$ cat src/logic/cp_pkg.sv
`default_nettype none

package cp_pkg;

	// field widths
	typedef logic [7:0]  byte_t;
	typedef logic [47:0] mac_addr_t;
	typedef logic [15:0] duration_t;
	typedef logic [7:0]  buf_addr_t;
	typedef logic [3:0]  rate_t;
	typedef logic [1:0]  format_t;

	// one byte per valid cycle
	typedef struct packed {
		logic  valid;
		byte_t data;
	} byte_strm_t;

	// byte wide buffer write port
	typedef struct packed {
		logic      en;
		logic      wen;
		buf_addr_t addr;
		byte_t     data;
	} buf_wr_t;

	// result word back to the rx handler
	typedef struct packed {
		logic        respond;
		logic        is_cts;
		logic [5:0]  rsvd;
		byte_t       frame_len;
		logic [15:0] ra_low;
	} rx_res_t;

	typedef enum logic [1:0] {
		st_idle,
		st_collect,
		st_stream,
		st_report
	} builder_state_t;

	// first frame control byte of the control frames
	localparam byte_t FC_RTS = 8'hB4;
	localparam byte_t FC_CTS = 8'hC4;
	localparam byte_t FC_ACK = 8'hD4;

	// type bits [3:2] of a data frame
	localparam logic [1:0] FC_TYPE_DATA = 2'b10;

	// rx header byte offsets
	localparam buf_addr_t HDR_DUR_LO = 8'd2;
	localparam buf_addr_t HDR_DUR_HI = 8'd3;
	localparam buf_addr_t HDR_ADDR2  = 8'd10;

	// response mpdu without fcs, frame length with fcs
	localparam int    RESP_MPDU_LEN  = 10;
	localparam byte_t RESP_FRAME_LEN = 8'd14;

	// transmit descriptor layout
	localparam int        DESC_LEN      = 12;
	localparam buf_addr_t DESC_FMT      = 8'd0;
	localparam buf_addr_t DESC_RATE_LEN = 8'd2;
	localparam buf_addr_t DESC_LEN_HI   = 8'd3;

endpackage

`default_nettype wire

$ cat src/logic/rx_hdr_reader.sv
`timescale 1ns/1ps
`default_nettype none

module rx_hdr_reader
	import cp_pkg::*;
#(
	parameter int RX_HDR_LEN = 16
) (
	input  wire        clk,
	input  wire        arst_n,
	input  wire        cp_en,
	input  wire        process_rx_frame,
	input  wire        frame_done,
	output logic       rx_info_en,
	output buf_addr_t  rx_info_addr,
	input  wire byte_t rx_info_data,
	output byte_strm_t hdr_strm
);

	localparam buf_addr_t LAST_ADDR = buf_addr_t'(RX_HDR_LEN - 1);

	logic  busy;
	logic  accept;
	logic  rd_vld;
	logic  strm_vld;
	byte_t strm_data;

	// one frame in flight, strobes while busy are dropped
	assign accept = process_rx_frame && !busy;

	always_ff @(posedge clk or negedge arst_n) begin
		if (!arst_n) begin
			busy <= 1'b0;
		end else if (!cp_en) begin
			busy <= 1'b0;
		end else if (accept) begin
			busy <= 1'b1;
		end else if (frame_done) begin
			busy <= 1'b0;
		end
	end

	// address sequencer, the address doubles as the read counter
	always_ff @(posedge clk or negedge arst_n) begin
		if (!arst_n) begin
			rx_info_en   <= 1'b0;
			rx_info_addr <= '0;
		end else if (!cp_en) begin
			rx_info_en   <= 1'b0;
			rx_info_addr <= '0;
		end else if (accept) begin
			rx_info_en   <= 1'b1;
			rx_info_addr <= '0;
		end else if (rx_info_en) begin
			if (rx_info_addr == LAST_ADDR) begin
				rx_info_en   <= 1'b0;
				rx_info_addr <= '0;
			end else begin
				rx_info_addr <= rx_info_addr + 8'd1;
			end
		end
	end

	// buffer data shows up one cycle after its address
	always_ff @(posedge clk or negedge arst_n) begin
		if (!arst_n) begin
			rd_vld   <= 1'b0;
			strm_vld <= 1'b0;
		end else if (!cp_en) begin
			rd_vld   <= 1'b0;
			strm_vld <= 1'b0;
		end else begin
			rd_vld   <= rx_info_en;
			strm_vld <= rd_vld;
		end
	end

	always_ff @(posedge clk) begin
		if (rd_vld) begin
			strm_data <= rx_info_data;
		end
	end

	assign hdr_strm = '{valid: strm_vld, data: strm_data};

	a_addr_range: assert property (@(posedge clk) disable iff (!arst_n)
		rx_info_en |-> rx_info_addr <= LAST_ADDR);

endmodule

`default_nettype wire

$ cat src/logic/ctrl_resp_builder.sv
`timescale 1ns/1ps
`default_nettype none

module ctrl_resp_builder
	import cp_pkg::*;
#(
	parameter int RX_HDR_LEN = 16
) (
	input  wire            clk,
	input  wire            arst_n,
	input  wire            cp_en,
	input  wire byte_strm_t hdr_strm,
	input  wire duration_t sifs_time,
	output byte_strm_t     mpdu_strm,
	output logic           res_val,
	output rx_res_t        res
);

	localparam buf_addr_t  LAST_BYTE = buf_addr_t'(RX_HDR_LEN - 1);
	localparam logic [3:0] LAST_MPDU = 4'(RESP_MPDU_LEN - 1);

	builder_state_t state;
	buf_addr_t      hdr_cnt;
	logic [3:0]     out_cnt;
	byte_t          rx_fc;
	duration_t      rx_dur;
	mac_addr_t      addr2;
	logic           resp_cts;
	logic           resp_ack;
	logic           respond;
	logic           is_rts;
	logic           is_data;
	duration_t      resp_dur;
	byte_t          mpdu_byte;

	// addr2 must be inside the header that is read
	if (RX_HDR_LEN < 16) begin : g_len_check
		$error("RX_HDR_LEN below 16 leaves addr2 unread");
	end

	assign is_rts  = (rx_fc == FC_RTS);
	assign is_data = (rx_fc[3:2] == FC_TYPE_DATA);
	assign respond = resp_cts || resp_ack;

	always_ff @(posedge clk or negedge arst_n) begin
		if (!arst_n) begin
			state    <= st_idle;
			hdr_cnt  <= '0;
			out_cnt  <= '0;
			resp_cts <= 1'b0;
			resp_ack <= 1'b0;
		end else if (!cp_en) begin
			state    <= st_idle;
			hdr_cnt  <= '0;
			out_cnt  <= '0;
			resp_cts <= 1'b0;
			resp_ack <= 1'b0;
		end else begin
			case (state)
				st_idle: begin
					if (hdr_strm.valid) begin
						hdr_cnt <= 8'd1;
						state   <= st_collect;
					end
				end
				st_collect: begin
					if (hdr_strm.valid) begin
						hdr_cnt <= hdr_cnt + 8'd1;
						// decision on the last header byte
						if (hdr_cnt == LAST_BYTE) begin
							resp_cts <= is_rts;
							resp_ack <= is_data;
							out_cnt  <= '0;
							state    <= (is_rts || is_data) ? st_stream : st_report;
						end
					end
				end
				st_stream: begin
					out_cnt <= out_cnt + 4'd1;
					if (out_cnt == LAST_MPDU) begin
						state <= st_report;
					end
				end
				st_report: state <= st_idle;
				default:   state <= st_idle;
			endcase
		end
	end

	// header fields with a little endian duration
	always_ff @(posedge clk) begin
		if (state == st_idle && hdr_strm.valid) begin
			rx_fc <= hdr_strm.data;
		end
		if (state == st_collect && hdr_strm.valid) begin
			case (hdr_cnt)
				HDR_DUR_LO:        rx_dur[7:0]   <= hdr_strm.data;
				HDR_DUR_HI:        rx_dur[15:8]  <= hdr_strm.data;
				HDR_ADDR2:         addr2[7:0]    <= hdr_strm.data;
				HDR_ADDR2 + 8'd1:  addr2[15:8]   <= hdr_strm.data;
				HDR_ADDR2 + 8'd2:  addr2[23:16]  <= hdr_strm.data;
				HDR_ADDR2 + 8'd3:  addr2[31:24]  <= hdr_strm.data;
				HDR_ADDR2 + 8'd4:  addr2[39:32]  <= hdr_strm.data;
				HDR_ADDR2 + 8'd5:  addr2[47:40]  <= hdr_strm.data;
				default: ;
			endcase
		end
	end

	// cts duration saturates at zero and ack carries zero
	assign resp_dur = (resp_cts && rx_dur > sifs_time) ? rx_dur - sifs_time : '0;

	always_comb begin
		case (out_cnt)
			4'd0:    mpdu_byte = resp_cts ? FC_CTS : FC_ACK;
			4'd1:    mpdu_byte = 8'h00;
			4'd2:    mpdu_byte = resp_dur[7:0];
			4'd3:    mpdu_byte = resp_dur[15:8];
			// ra is the received addr2 with byte 10 first
			4'd4:    mpdu_byte = addr2[7:0];
			4'd5:    mpdu_byte = addr2[15:8];
			4'd6:    mpdu_byte = addr2[23:16];
			4'd7:    mpdu_byte = addr2[31:24];
			4'd8:    mpdu_byte = addr2[39:32];
			4'd9:    mpdu_byte = addr2[47:40];
			default: mpdu_byte = '0;
		endcase
	end

	assign mpdu_strm = '{valid: state == st_stream, data: mpdu_byte};
	assign res_val   = (state == st_report);
	assign res = '{
		respond:   respond,
		is_cts:    resp_cts,
		rsvd:      '0,
		frame_len: respond ? RESP_FRAME_LEN : '0,
		ra_low:    respond ? addr2[15:0] : '0
	};

	// a response runs ten stream cycles and then reports
	a_mpdu_run: assert property (@(posedge clk) disable iff (!arst_n || !cp_en)
		$rose(mpdu_strm.valid) |-> mpdu_strm.valid [*RESP_MPDU_LEN] ##1 res_val);

endmodule

`default_nettype wire

$ cat src/logic/tx_frame_writer.sv
`timescale 1ns/1ps
`default_nettype none

module tx_frame_writer
	import cp_pkg::*;
#(
	parameter int MPDU_BASE = 56
) (
	input  wire             clk,
	input  wire             arst_n,
	input  wire             cp_en,
	input  wire byte_strm_t mpdu_strm,
	input  wire             res_val,
	input  wire rx_res_t    res,
	input  wire rate_t      resp_rate,
	input  wire format_t    txvec_format,
	output buf_wr_t         tx_info,
	output logic            rx_res_en,
	output rx_res_t         rx_res
);

	localparam buf_addr_t MPDU_ADDR = buf_addr_t'(MPDU_BASE);
	localparam buf_addr_t LAST_DESC = buf_addr_t'(DESC_LEN - 1);

	buf_addr_t mpdu_cnt;
	buf_addr_t desc_cnt;
	logic      desc_act;
	logic      desc_done;
	rx_res_t   res_q;
	byte_t     desc_byte;

	// mpdu byte index rewinds once the frame result arrives
	always_ff @(posedge clk or negedge arst_n) begin
		if (!arst_n) begin
			mpdu_cnt <= '0;
		end else if (!cp_en) begin
			mpdu_cnt <= '0;
		end else if (mpdu_strm.valid) begin
			mpdu_cnt <= mpdu_cnt + 8'd1;
		end else if (res_val) begin
			mpdu_cnt <= '0;
		end
	end

	// descriptor pass only for frames that get a response
	always_ff @(posedge clk or negedge arst_n) begin
		if (!arst_n) begin
			desc_act  <= 1'b0;
			desc_cnt  <= '0;
			desc_done <= 1'b0;
		end else if (!cp_en) begin
			desc_act  <= 1'b0;
			desc_cnt  <= '0;
			desc_done <= 1'b0;
		end else begin
			desc_done <= 1'b0;
			if (res_val && res.respond) begin
				desc_act <= 1'b1;
				desc_cnt <= '0;
			end else if (desc_act) begin
				desc_cnt <= desc_cnt + 8'd1;
				if (desc_cnt == LAST_DESC) begin
					desc_act  <= 1'b0;
					desc_done <= 1'b1;
				end
			end
		end
	end

	always_ff @(posedge clk) begin
		if (res_val) begin
			res_q <= res;
		end
	end

	// format, legacy rate and frame length with the rest zero
	always_comb begin
		case (desc_cnt)
			DESC_FMT:      desc_byte = {6'd0, txvec_format};
			DESC_RATE_LEN: desc_byte = {res_q.frame_len[3:0], resp_rate};
			DESC_LEN_HI:   desc_byte = {4'd0, res_q.frame_len[7:4]};
			default:       desc_byte = '0;
		endcase
	end

	always_ff @(posedge clk or negedge arst_n) begin
		if (!arst_n) begin
			tx_info <= '0;
		end else if (!cp_en) begin
			tx_info <= '0;
		end else if (mpdu_strm.valid) begin
			tx_info <= '{en: 1'b1, wen: 1'b1, addr: MPDU_ADDR + mpdu_cnt,
				data: mpdu_strm.data};
		end else if (desc_act) begin
			tx_info <= '{en: 1'b1, wen: 1'b1, addr: desc_cnt, data: desc_byte};
		end else begin
			tx_info <= '0;
		end
	end

	// result to the rx handler is zero between strobes
	always_ff @(posedge clk or negedge arst_n) begin
		if (!arst_n) begin
			rx_res_en <= 1'b0;
			rx_res    <= '0;
		end else if (!cp_en) begin
			rx_res_en <= 1'b0;
			rx_res    <= '0;
		end else if (desc_done) begin
			rx_res_en <= 1'b1;
			rx_res    <= res_q;
		end else if (res_val && !res.respond) begin
			rx_res_en <= 1'b1;
			rx_res    <= res;
		end else begin
			rx_res_en <= 1'b0;
			rx_res    <= '0;
		end
	end

	// every write lands in the descriptor or in the mpdu area
	a_wen_en: assert property (@(posedge clk) disable iff (!arst_n)
		tx_info.wen |-> tx_info.en && (tx_info.addr <= LAST_DESC ||
			buf_addr_t'(tx_info.addr - MPDU_ADDR) < RESP_MPDU_LEN));

	a_res_pulse: assert property (@(posedge clk) disable iff (!arst_n)
		rx_res_en |=> !rx_res_en);

endmodule

`default_nettype wire

$ cat src/logic/ctrl_frame_proc.sv
`timescale 1ns/1ps
`default_nettype none

module ctrl_frame_proc
	import cp_pkg::*;
#(
	parameter int RX_HDR_LEN = 16,
	parameter int MPDU_BASE  = 56
) (
	input  wire            clk,
	input  wire            arst_n,
	input  wire            cp_en,
	input  wire            process_rx_frame,
	input  wire duration_t sifs_time,
	input  wire rate_t     resp_rate,
	input  wire format_t   txvec_format,
	output logic           rx_info_en,
	output buf_addr_t      rx_info_addr,
	input  wire byte_t     rx_info_data,
	output buf_wr_t        tx_info,
	output rx_res_t        rx_res,
	output logic           rx_res_en
);

	byte_strm_t hdr_strm;
	byte_strm_t mpdu_strm;
	logic       res_val;
	rx_res_t    res;

	// result strobe also releases the reader
	rx_hdr_reader #(
		.RX_HDR_LEN(RX_HDR_LEN)
	) u_reader (
		.clk             (clk),
		.arst_n          (arst_n),
		.cp_en           (cp_en),
		.process_rx_frame(process_rx_frame),
		.frame_done      (rx_res_en),
		.rx_info_en      (rx_info_en),
		.rx_info_addr    (rx_info_addr),
		.rx_info_data    (rx_info_data),
		.hdr_strm        (hdr_strm)
	);

	ctrl_resp_builder #(
		.RX_HDR_LEN(RX_HDR_LEN)
	) u_builder (
		.clk      (clk),
		.arst_n   (arst_n),
		.cp_en    (cp_en),
		.hdr_strm (hdr_strm),
		.sifs_time(sifs_time),
		.mpdu_strm(mpdu_strm),
		.res_val  (res_val),
		.res      (res)
	);

	tx_frame_writer #(
		.MPDU_BASE(MPDU_BASE)
	) u_writer (
		.clk         (clk),
		.arst_n      (arst_n),
		.cp_en       (cp_en),
		.mpdu_strm   (mpdu_strm),
		.res_val     (res_val),
		.res         (res),
		.resp_rate   (resp_rate),
		.txvec_format(txvec_format),
		.tx_info     (tx_info),
		.rx_res_en   (rx_res_en),
		.rx_res      (rx_res)
	);

endmodule

`default_nettype wire

$ cat config.mk
export PLATFORM = sky130hd
export DESIGN_NAME = ctrl_frame_proc
export DESIGN_NICKNAME = d
export VERILOG_FILES = /design/src/logic/cp_pkg.sv /design/src/logic/rx_hdr_reader.sv /design/src/logic/ctrl_resp_builder.sv /design/src/logic/tx_frame_writer.sv /design/src/logic/ctrl_frame_proc.sv
export SDC_FILE = /design/constraint.sdc
export NUM_CORES = 1
export LEC_CHECK = 0
export BUFFER_PORTS_ARGS = -buffer_cell sky130_fd_sc_hd__buf_2
export CAP_MARGIN = 10
export CORE_ASPECT_RATIO = 1.25
export CORE_MARGIN = 8
export CORE_UTILIZATION = 49
export DETAILED_ROUTE_END_ITERATION = 16
export GPL_TIMING_DRIVEN = 0
export PLACE_DENSITY = 0.69
export SLEW_MARGIN = 20
export SYNTH_ARGS = -nofsm -noshare
export SYNTH_HDL_FRONTEND = slang
export SYNTH_SLANG_ARGS = --single-unit
export TNS_END_PERCENT = 30
$ cat constraint.sdc
create_clock -name clk -period 4.2 [get_ports clk]
set_input_delay 0.21 -clock clk [delete_from_list [all_inputs] [get_ports clk]]
set_output_delay 0.21 -clock clk [all_outputs]
set_load 0.05 [all_outputs]
==> results of run 1 <==
==> critical path: cells and delay by family (launching register included) <==
kind,cells,cell delay [ns]
buf+inv,1,0.04
flops,1,0.32
compound gates,4,1.05
simple gates,2,0.59
fa+ha+maj,2,0.57
==> power breakdown <==
| part | internal [mW] | switching, mW |
|---|---|---|
| logic | 0.110 | 0.248 |
| clock network | 0.816 | 0.666 |
| registers | 1.89 | 0.0248 |
| total | 2.81 | 0.938 |
==> what timing repair did <==
action,4_1_cts,5_1_grt
endpoints found under the hold margin,47,0
hold buffers,9,0
setup buffers,0,0
==> stage by stage <==
step / util, % / instance area, um^2 / hold WS [ns] / instances
after floorplan: - / 8640 / -0.0856 / 792
after global placement: 53.7 / 9330 / 0.386 / 1098
after detailed placement: 53.9 / 9360 / 0.225 / 1099
after CTS: 57.5 / 9990 / 0.0945 / 1140
after global routing: 57.5 / 9990 / 0.123 / 1140
final: 57.5 / 9990 / 0.104 / 1140
==> kinds of logic after synthesis <==
| group | count (synthesis) | share of synthesized area, % |
|---|---|---|
| AO/OA/AOI/OAI | 158 | 11.9 |
| flip-flops | 180 | 58.1 |
| buffers and inverters | 86 | 4.49 |
| multiplexers | 13 | 1.59 |
| AND/OR/NAND/NOR | 292 | 17.0 |
| adder cells (fa/ha/maj) | 36 | 5.32 |
| XOR/XNOR | 16 | 1.63 |
| other | 1 | 0.0436 |
==> cells in the mapped netlist (9+ instances only) <==
library cell / number / share of area [%]
sky130_fd_sc_hd__nand2_1: 67 / 2.9
sky130_fd_sc_hd__dfrtp_1: 82 / 24
sky130_fd_sc_hd__a21oi_1: 46 / 2.7
sky130_fd_sc_hd__and2_1: 16 / 1.2
sky130_fd_sc_hd__edfxtp_1: 98 / 34
sky130_fd_sc_hd__and3_1: 32 / 2.3
sky130_fd_sc_hd__a22oi_1: 14 / 1.2
sky130_fd_sc_hd__nand3_1: 25 / 1.5
sky130_fd_sc_hd__o21ai_0: 37 / 2.2
sky130_fd_sc_hd__nor2b_1: 21 / 1.5
sky130_fd_sc_hd__nand4_1: 10 / 0.73
sky130_fd_sc_hd__xor2_1: 9 / 0.92
sky130_fd_sc_hd__clkbuf_1: 27 / 1.2
sky130_fd_sc_hd__ha_1: 35 / 5.1
sky130_fd_sc_hd__inv_1: 36 / 1.6
sky130_fd_sc_hd__nor2_1: 83 / 3.6
sky130_fd_sc_hd__buf_4: 15 / 1.3
==> layer usage <==
| metal | vias to the layer above | global-route usage (%) |
|---|---|---|
| met5 | - | 0 |
| met4 | 0 | 7.72 |
| met3 | 36 | 4.19 |
| met2 | 207 | 31.4 |
| met1 | 2984 | 24.2 |
| li1 | 3032 | - |
==> worst max-delay path by stage <==
stage,start,endpoint,slack [ns],cells after the start
floorplan,u_builder.rx_dur[0],u_writer.tx_info[0],1.95,9
global placement,u_builder.hdr_cnt[5],u_builder.rx_dur[10],1.48,3
detailed placement,u_builder.rx_dur[0],u_writer.tx_info[0],1.55,9
CTS,u_builder.rx_dur[0],u_writer.tx_info[0],1.51,9
global route,u_builder.rx_dur[0],u_writer.tx_info[0],1.33,9
finish,u_builder.rx_dur[0],u_writer.tx_info[0],1.51,9
==> area by class of cell <==
cell class | instances | share of cell area, %
Sequential cell | 180 | 50.0
Multi-Input combinational cell | 526 | 32.7
Tap cell | 224 | 2.80
Buffer | 49 | 2.48
Clock inverter | 13 | 1.06
Inverter | 37 | 1.39
Timing Repair Buffer | 92 | 5.23
Clock buffer | 19 | 4.33
==> flip-flops by register name (all words and copies together) (netlist names), 2 cells and up <==
register               flops
u_writer.rx_res           18
u_builder.rx_dur          16
u_reader.strm_data         8
u_writer.desc_cnt          8
u_writer.res_q            18
u_reader.rx_info_addr      8
u_builder.out_cnt          4
u_builder.state            2
u_builder.addr2           48
u_writer.mpdu_cnt          8
u_builder.hdr_cnt          8
u_builder.rx_fc            8
u_writer.tx_info          17
==> metrics.md, run 1 <==
| Metric | Value |
|---|---|
| Clock root buffer | sky130_fd_sc_hd__clkbuf_16 |
| Port Buffers | 82 |
| Stage delay of the slowest cell on the critical path | 0.39 ns |
| Detailed-routing wirelength on met1 | 8650 um |
| Area growth from synthesis to layout | 16.2% |
| # rows | 54 |
| Number of synthesized register bits | 180 |
| CTS tree | built |
| Global-route wire length before repair | 32800 um |
| Effective utilization at floorplan | 49.5% |
| Placeable core area | 0.0174 mm^2 |
| Transition time of the tightest slew-check pin | 1.02 ns |
| Max-slew violation total from the final report | 0 |
| Reg clk slew, reported paths | 0.06 ns |
| Unrepaired setup endpoints after global routing | false |
| Fraction of layout instances using a drive strength above 1 | 16.2% |
| Capturing point of the worst reg2reg path | u_writer.tx_info[0] |
| Part of the cycle the worst path needs | 64.1% |
| Final number of hold-violating endpoints | 0 |
| Met2 routed wirelength | 9900 um |
| Post-route total power | 3.75 mW |
| Final estimated routing congestion in global placement | 0.896 |
| Time the final worst path needs with I/O delays and setup | 2.69 ns |
| Die width | 135 um |
| Endpoints failing setup | 0 |
| Worst VDD drop | 0.317 mV |
| Number of DRC markers after the initial detailed-route iteration | 384 |
| Layout filler cell count | 1511 |
| Biggest fanout along the worst timing path | 7 |
| DRT Pass-1 Iters | 5 |
| Outcome | finished, final reports clean |
| NumNets Final | 973 |
| Slowest stage cell on the critical path | sky130_fd_sc_hd__or3_1 |
| Mean post-synth cell area | 11.0 um^2 |
| Via count normalized by instance count | 5.49 |
| Hold Path Class | in -> reg |
| Least setup slack across all paths after layout | 1.51 ns |
| Worst slack at placement | 1.55 ns |
| Inserted Clock Buffers | 17 |
| Total negative slack for setup checks | 0 ns |
| Required time reported for the critical path endpoint | 4.51 ns |
| Aggregate global routing overflow | 0 |
| Max cap viols | 0 |
| Met3 wire length | 1390 um |
| Number of cell instances on the worst register-to-register path | 9 |
| Leading cell types in the layout, fill and taps excluded | 98 x sky130_fd_sc_hd__edfxtp_1, 87 x sky130_fd_sc_hd__buf_2, 83 x sky130_fd_sc_hd__nor2_1, 82 x sky130_fd_sc_hd__dfrtp_1, 67 x sky130_fd_sc_hd__nand2_1 |
| DRC viols | 0 |
| Most frequent standard cell in the layout excluding fill and tap cells | sky130_fd_sc_hd__edfxtp_1 |
| Series of cell instances along the critical path | inv_1, ha_1, fa_1, nand2b_1, a21oi_2, o21ai_0, or3_1, a31o_2, a41oi_1 |
| Synth cell types | 68 |
| Highest metal used | met4 |
| Crit end category | flop |
| Async SR Flop Fraction | 45.6% |
| Total number of vias | 6259 |
| Total routing usage reported by global routing | 19.1% |
| Skew-Pair Late Insertion Delay | 0.43 ns |
| P per Cell Area | 375 mW/mm^2 |
| Timing-limited maximum frequency | 371 MHz |
| Number of inserted diodes | 0 |
| Hold path cells | 3 |
| Total standard cell area after synthesis | 0.00860 mm^2 |
| Critical path startpoint category | flop |
| Combined area of the multi-input logic cells | 0.00327 mm^2 |
| Post-Synthesis Cells | 782 |
| HPWL after detailed placement | 15100 um |
| Reg-to-reg startpoint | u_builder.rx_dur[0] |
| Sequential area share after synthesis | 58.1% |
| Hold Startpoint | process_rx_frame |
| Routed length per placed instance | 18.0 um |
| Via count of the first global-routing pass | 6216 |
| Pin count of the biggest net entering global routing | 44 |
| Storage cell area | 0.00499 mm^2 |
| Antenna violations before repair | 0 |
| Area of the die | 0.0221 mm^2 |
| H-Tree Level Count | 4 |
| Synth warn | 0 |
| Setup slack of the worst register-to-register path | 1.51 ns |
| Arrival @ worst endpoint | 3.00 ns |
| Static leakage | 4.38 nW |
| Buffer levels on the longest clock path | 2 |
| Number of flops mapped to enable cells by yosys | 98 |
| ANT nets after route | 0 |
| Most used flip-flop cell after synthesis | sky130_fd_sc_hd__edfxtp_1 |
| Relative slew slack | 31.5% |
| Number of cells upsized or downsized after cts | 0 |
| Sink Count | 180 |
| Hold Crit Endpoint | u_reader.busy |
| Total wirelength of the detailed-routed design | 20500 um |
| Floorplan die height | 164 um |
| Startpoint-to-endpoint class of the critical path | reg -> reg |
| Worst clock skew | 0.00936 ns |
| Number of primary I/O pins | 94 |
No activity file was read; power rests on OpenSTA's default activity.
==> run 2: changes to the inputs <==
- clock period: 4.2 -> 2.82 ns (I/O delays scaled with it)
==> metrics.md, run 2 (synthesis gave the netlist of run 1 again) <==
| Metric | Value |
|---|---|
| Part of the cycle the worst path needs | 92.6% (+28 points) |
| DRC viols | 0 (unchanged) |
| Floorplan die height | 164 um (unchanged) |
| Endpoints failing setup | 0 (unchanged) |
| Timing-limited maximum frequency | 383 MHz (+3.1%) |
| Max FFs per register | 48 (unchanged) |
| H-Tree Level Count | 4 (unchanged) |
| Startpoint-to-endpoint class of the critical path | reg -> reg |
| Crit end category | flop |
| Via count of the first global-routing pass | 6216 (unchanged) |
| Layout filler cell count | 1511 (unchanged) |
| Total routing usage reported by global routing | 19.1% (unchanged) |
| Worst VDD drop | 0.471 mV (+49%) |
| Effective utilization at floorplan | 49.5% (unchanged) |
| Worst clock skew | 0.00916 ns (-0.000200 ns) |
| HPWL after detailed placement | 15100 um (unchanged) |
| Final number of hold-violating endpoints | 0 (unchanged) |
| Skew-Pair Late Insertion Delay | 0.43 ns (about the same) |
| Total negative slack for setup checks | 0 ns (unchanged) |
| Critical path startpoint category | flop |
| Fraction of layout instances using a drive strength above 1 | 16.2% (unchanged) |
| Max cap viols | 0 (unchanged) |
| Area of the die | 0.0221 mm^2 (unchanged) |
| Number of primary I/O pins | 94 (unchanged) |
| Unrepaired setup endpoints after global routing | false |
| NumNets Final | 973 (unchanged) |
| Placeable core area | 0.0174 mm^2 (unchanged) |
| Required time reported for the critical path endpoint | 3.13 ns (-1.38 ns) |
| Area growth from synthesis to layout | 16.2% (about the same) |
| Antenna violations before repair | 0 (unchanged) |
| Number of inserted diodes | 0 (unchanged) |
| Register with the highest flop count | u_builder.addr2 |
| Final standard cell count with taps included and fillers excluded | 1140 (unchanged) |
| Transition time of the tightest slew-check pin | 1.01 ns (-0.0106 ns) |
| Max-slew violation total from the final report | 0 (unchanged) |
| Total wirelength of the detailed-routed design | 20500 um (about the same) |
| Hold Worst Slack | 0.0354 ns (-0.0687 ns) |
| Time the final worst path needs with I/O delays and setup | 2.61 ns (-0.0815 ns) |
| Relative slew slack | 32.2% (+0.71 points) |
| Global-route wire length before repair | 32800 um (unchanged) |
| Leading cell types in the layout, fill and taps excluded | 98 x sky130_fd_sc_hd__edfxtp_1, 87 x sky130_fd_sc_hd__buf_2, 83 x sky130_fd_sc_hd__nor2_1, 82 x sky130_fd_sc_hd__dfrtp_1, 67 x sky130_fd_sc_hd__nand2_1 |
| Final estimated routing congestion in global placement | 0.896 (unchanged) |
| Arrival @ worst endpoint | 2.92 ns (-0.08 ns) |
| Worst slack at placement | 0.170 ns (-1.38 ns) |
| DRT Pass-1 Iters | 5 (unchanged) |
| Buffer levels on the longest clock path | 2 (unchanged) |
| Biggest fanout along the worst timing path | 7 (unchanged) |
| Hold Path Class | in -> reg |
| Inserted Clock Buffers | 17 (unchanged) |
| Setup slack of the worst register-to-register path | 0.21 ns (-1.30 ns) |
| Least setup slack across all paths after layout | 0.208 ns (-1.30 ns) |
| Largest registers | u_builder.addr2 (48), u_writer.res_q (18), u_writer.rx_res (18) |
| Most frequent standard cell in the layout excluding fill and tap cells | sky130_fd_sc_hd__edfxtp_1 |
| Static leakage | 4.38 nW (about the same) |
| Via count normalized by instance count | 5.50 (about the same) |
| Utilization after layout | 57.6% (about the same) |
| Aggregate global routing overflow | 0 (unchanged) |
| Port Buffers | 82 (unchanged) |
| Routed length per placed instance | 18.0 um (about the same) |
| Sink Count | 180 (unchanged) |
| Outcome | finished, final reports clean |
| P per Cell Area | 558 mW/mm^2 (+49%) |
| Die width | 135 um (unchanged) |
| CTS tree | built |
| Reg clk slew, reported paths | 0.06 ns (about the same) |
| Pin count of the biggest net entering global routing | 44 (unchanged) |
| Total number of vias | 6265 (+0.096%) |
| Cell Count Post-Placement | 1099 (unchanged) |
| # rows | 54 (unchanged) |
| Number of DRC markers after the initial detailed-route iteration | 386 (+0.52%) |
| ANT nets after route | 0 (unchanged) |
| Clock root buffer | sky130_fd_sc_hd__clkbuf_16 |
==> run 2: cell counts in the layout (fill, tap and decap cells not counted) <==
No cell type changed its count.
==> run 2: per-stage QoR <==
step                total power, mW  cell area (um^2)
detailed placement             3.42              9360
CTS                            5.62              9990
global route                   5.79             10000
global placement               3.41              9330
floorplan                      3.24              8640
finish                         5.58             10000
==> run 2: layer usage <==
layer	share of wire [%]	global-route usage [%]	up-vias
li1	-	-	3032
met1	42	24.2	2987
met2	48	31.4	210
met3	6.9	4.19	36
met4	2.7	7.72	0
met5	0	0	-
==> run 2: area by class of cell <==
cell class / instances / area [um^2] / share of cell area, %
Sequential cell: 180 / 4990 / 49.9
Multi-Input combinational cell: 526 / 3280 / 32.8
Timing Repair Buffer: 92 / 523 / 5.23
Clock buffer: 19 / 433 / 4.33
Tap cell: 224 / 280 / 2.80
Buffer: 49 / 248 / 2.48
Inverter: 37 / 139 / 1.39
Clock inverter: 13 / 106 / 1.06
==> run 2: worst paths after layout <==
kind                                startpoint              endpoint  cells after the start
hold / removal                process_rx_frame         u_reader.busy                      3
min in group asynchronous               arst_n  u_writer.tx_info[15]                      2
max in group asynchronous               arst_n   u_writer.rx_res[12]                      3
setup reg to reg           u_builder.rx_dur[0]   u_writer.tx_info[0]                      9
setup / recovery           u_builder.rx_dur[0]   u_writer.tx_info[0]                      9
hold reg to reg             u_writer.res_q[14]   u_writer.rx_res[14]                      1
==> run 2: power by group <==
group          switching [mW]  internal, mW
Sequential             0.0370          2.81
Clock                   0.990          1.21
Combinational           0.369         0.164
==> run 2: critical path, cell delays in order (launching register included) <==
cell	delay, ns
sky130_fd_sc_hd__edfxtp_1	0.32
sky130_fd_sc_hd__inv_1	0.04
sky130_fd_sc_hd__ha_1	0.19
sky130_fd_sc_hd__fa_1	0.38
sky130_fd_sc_hd__nand2b_1	0.22
sky130_fd_sc_hd__a21oi_4	0.25
sky130_fd_sc_hd__o21ai_0	0.20
sky130_fd_sc_hd__or3_1	0.39
sky130_fd_sc_hd__a31o_2	0.25
sky130_fd_sc_hd__a41oi_1	0.25
==> run 2: timing repair <==
| action | CTS | global route |
|---|---|---|
| endpoints found under the setup margin | 0 | 2 |
| resized for setup | 0 | 1 |
| endpoints found under the hold margin | 47 | 0 |
| buffers inserted | 0 | 0 |
| hold buffers | 9 | 0 |
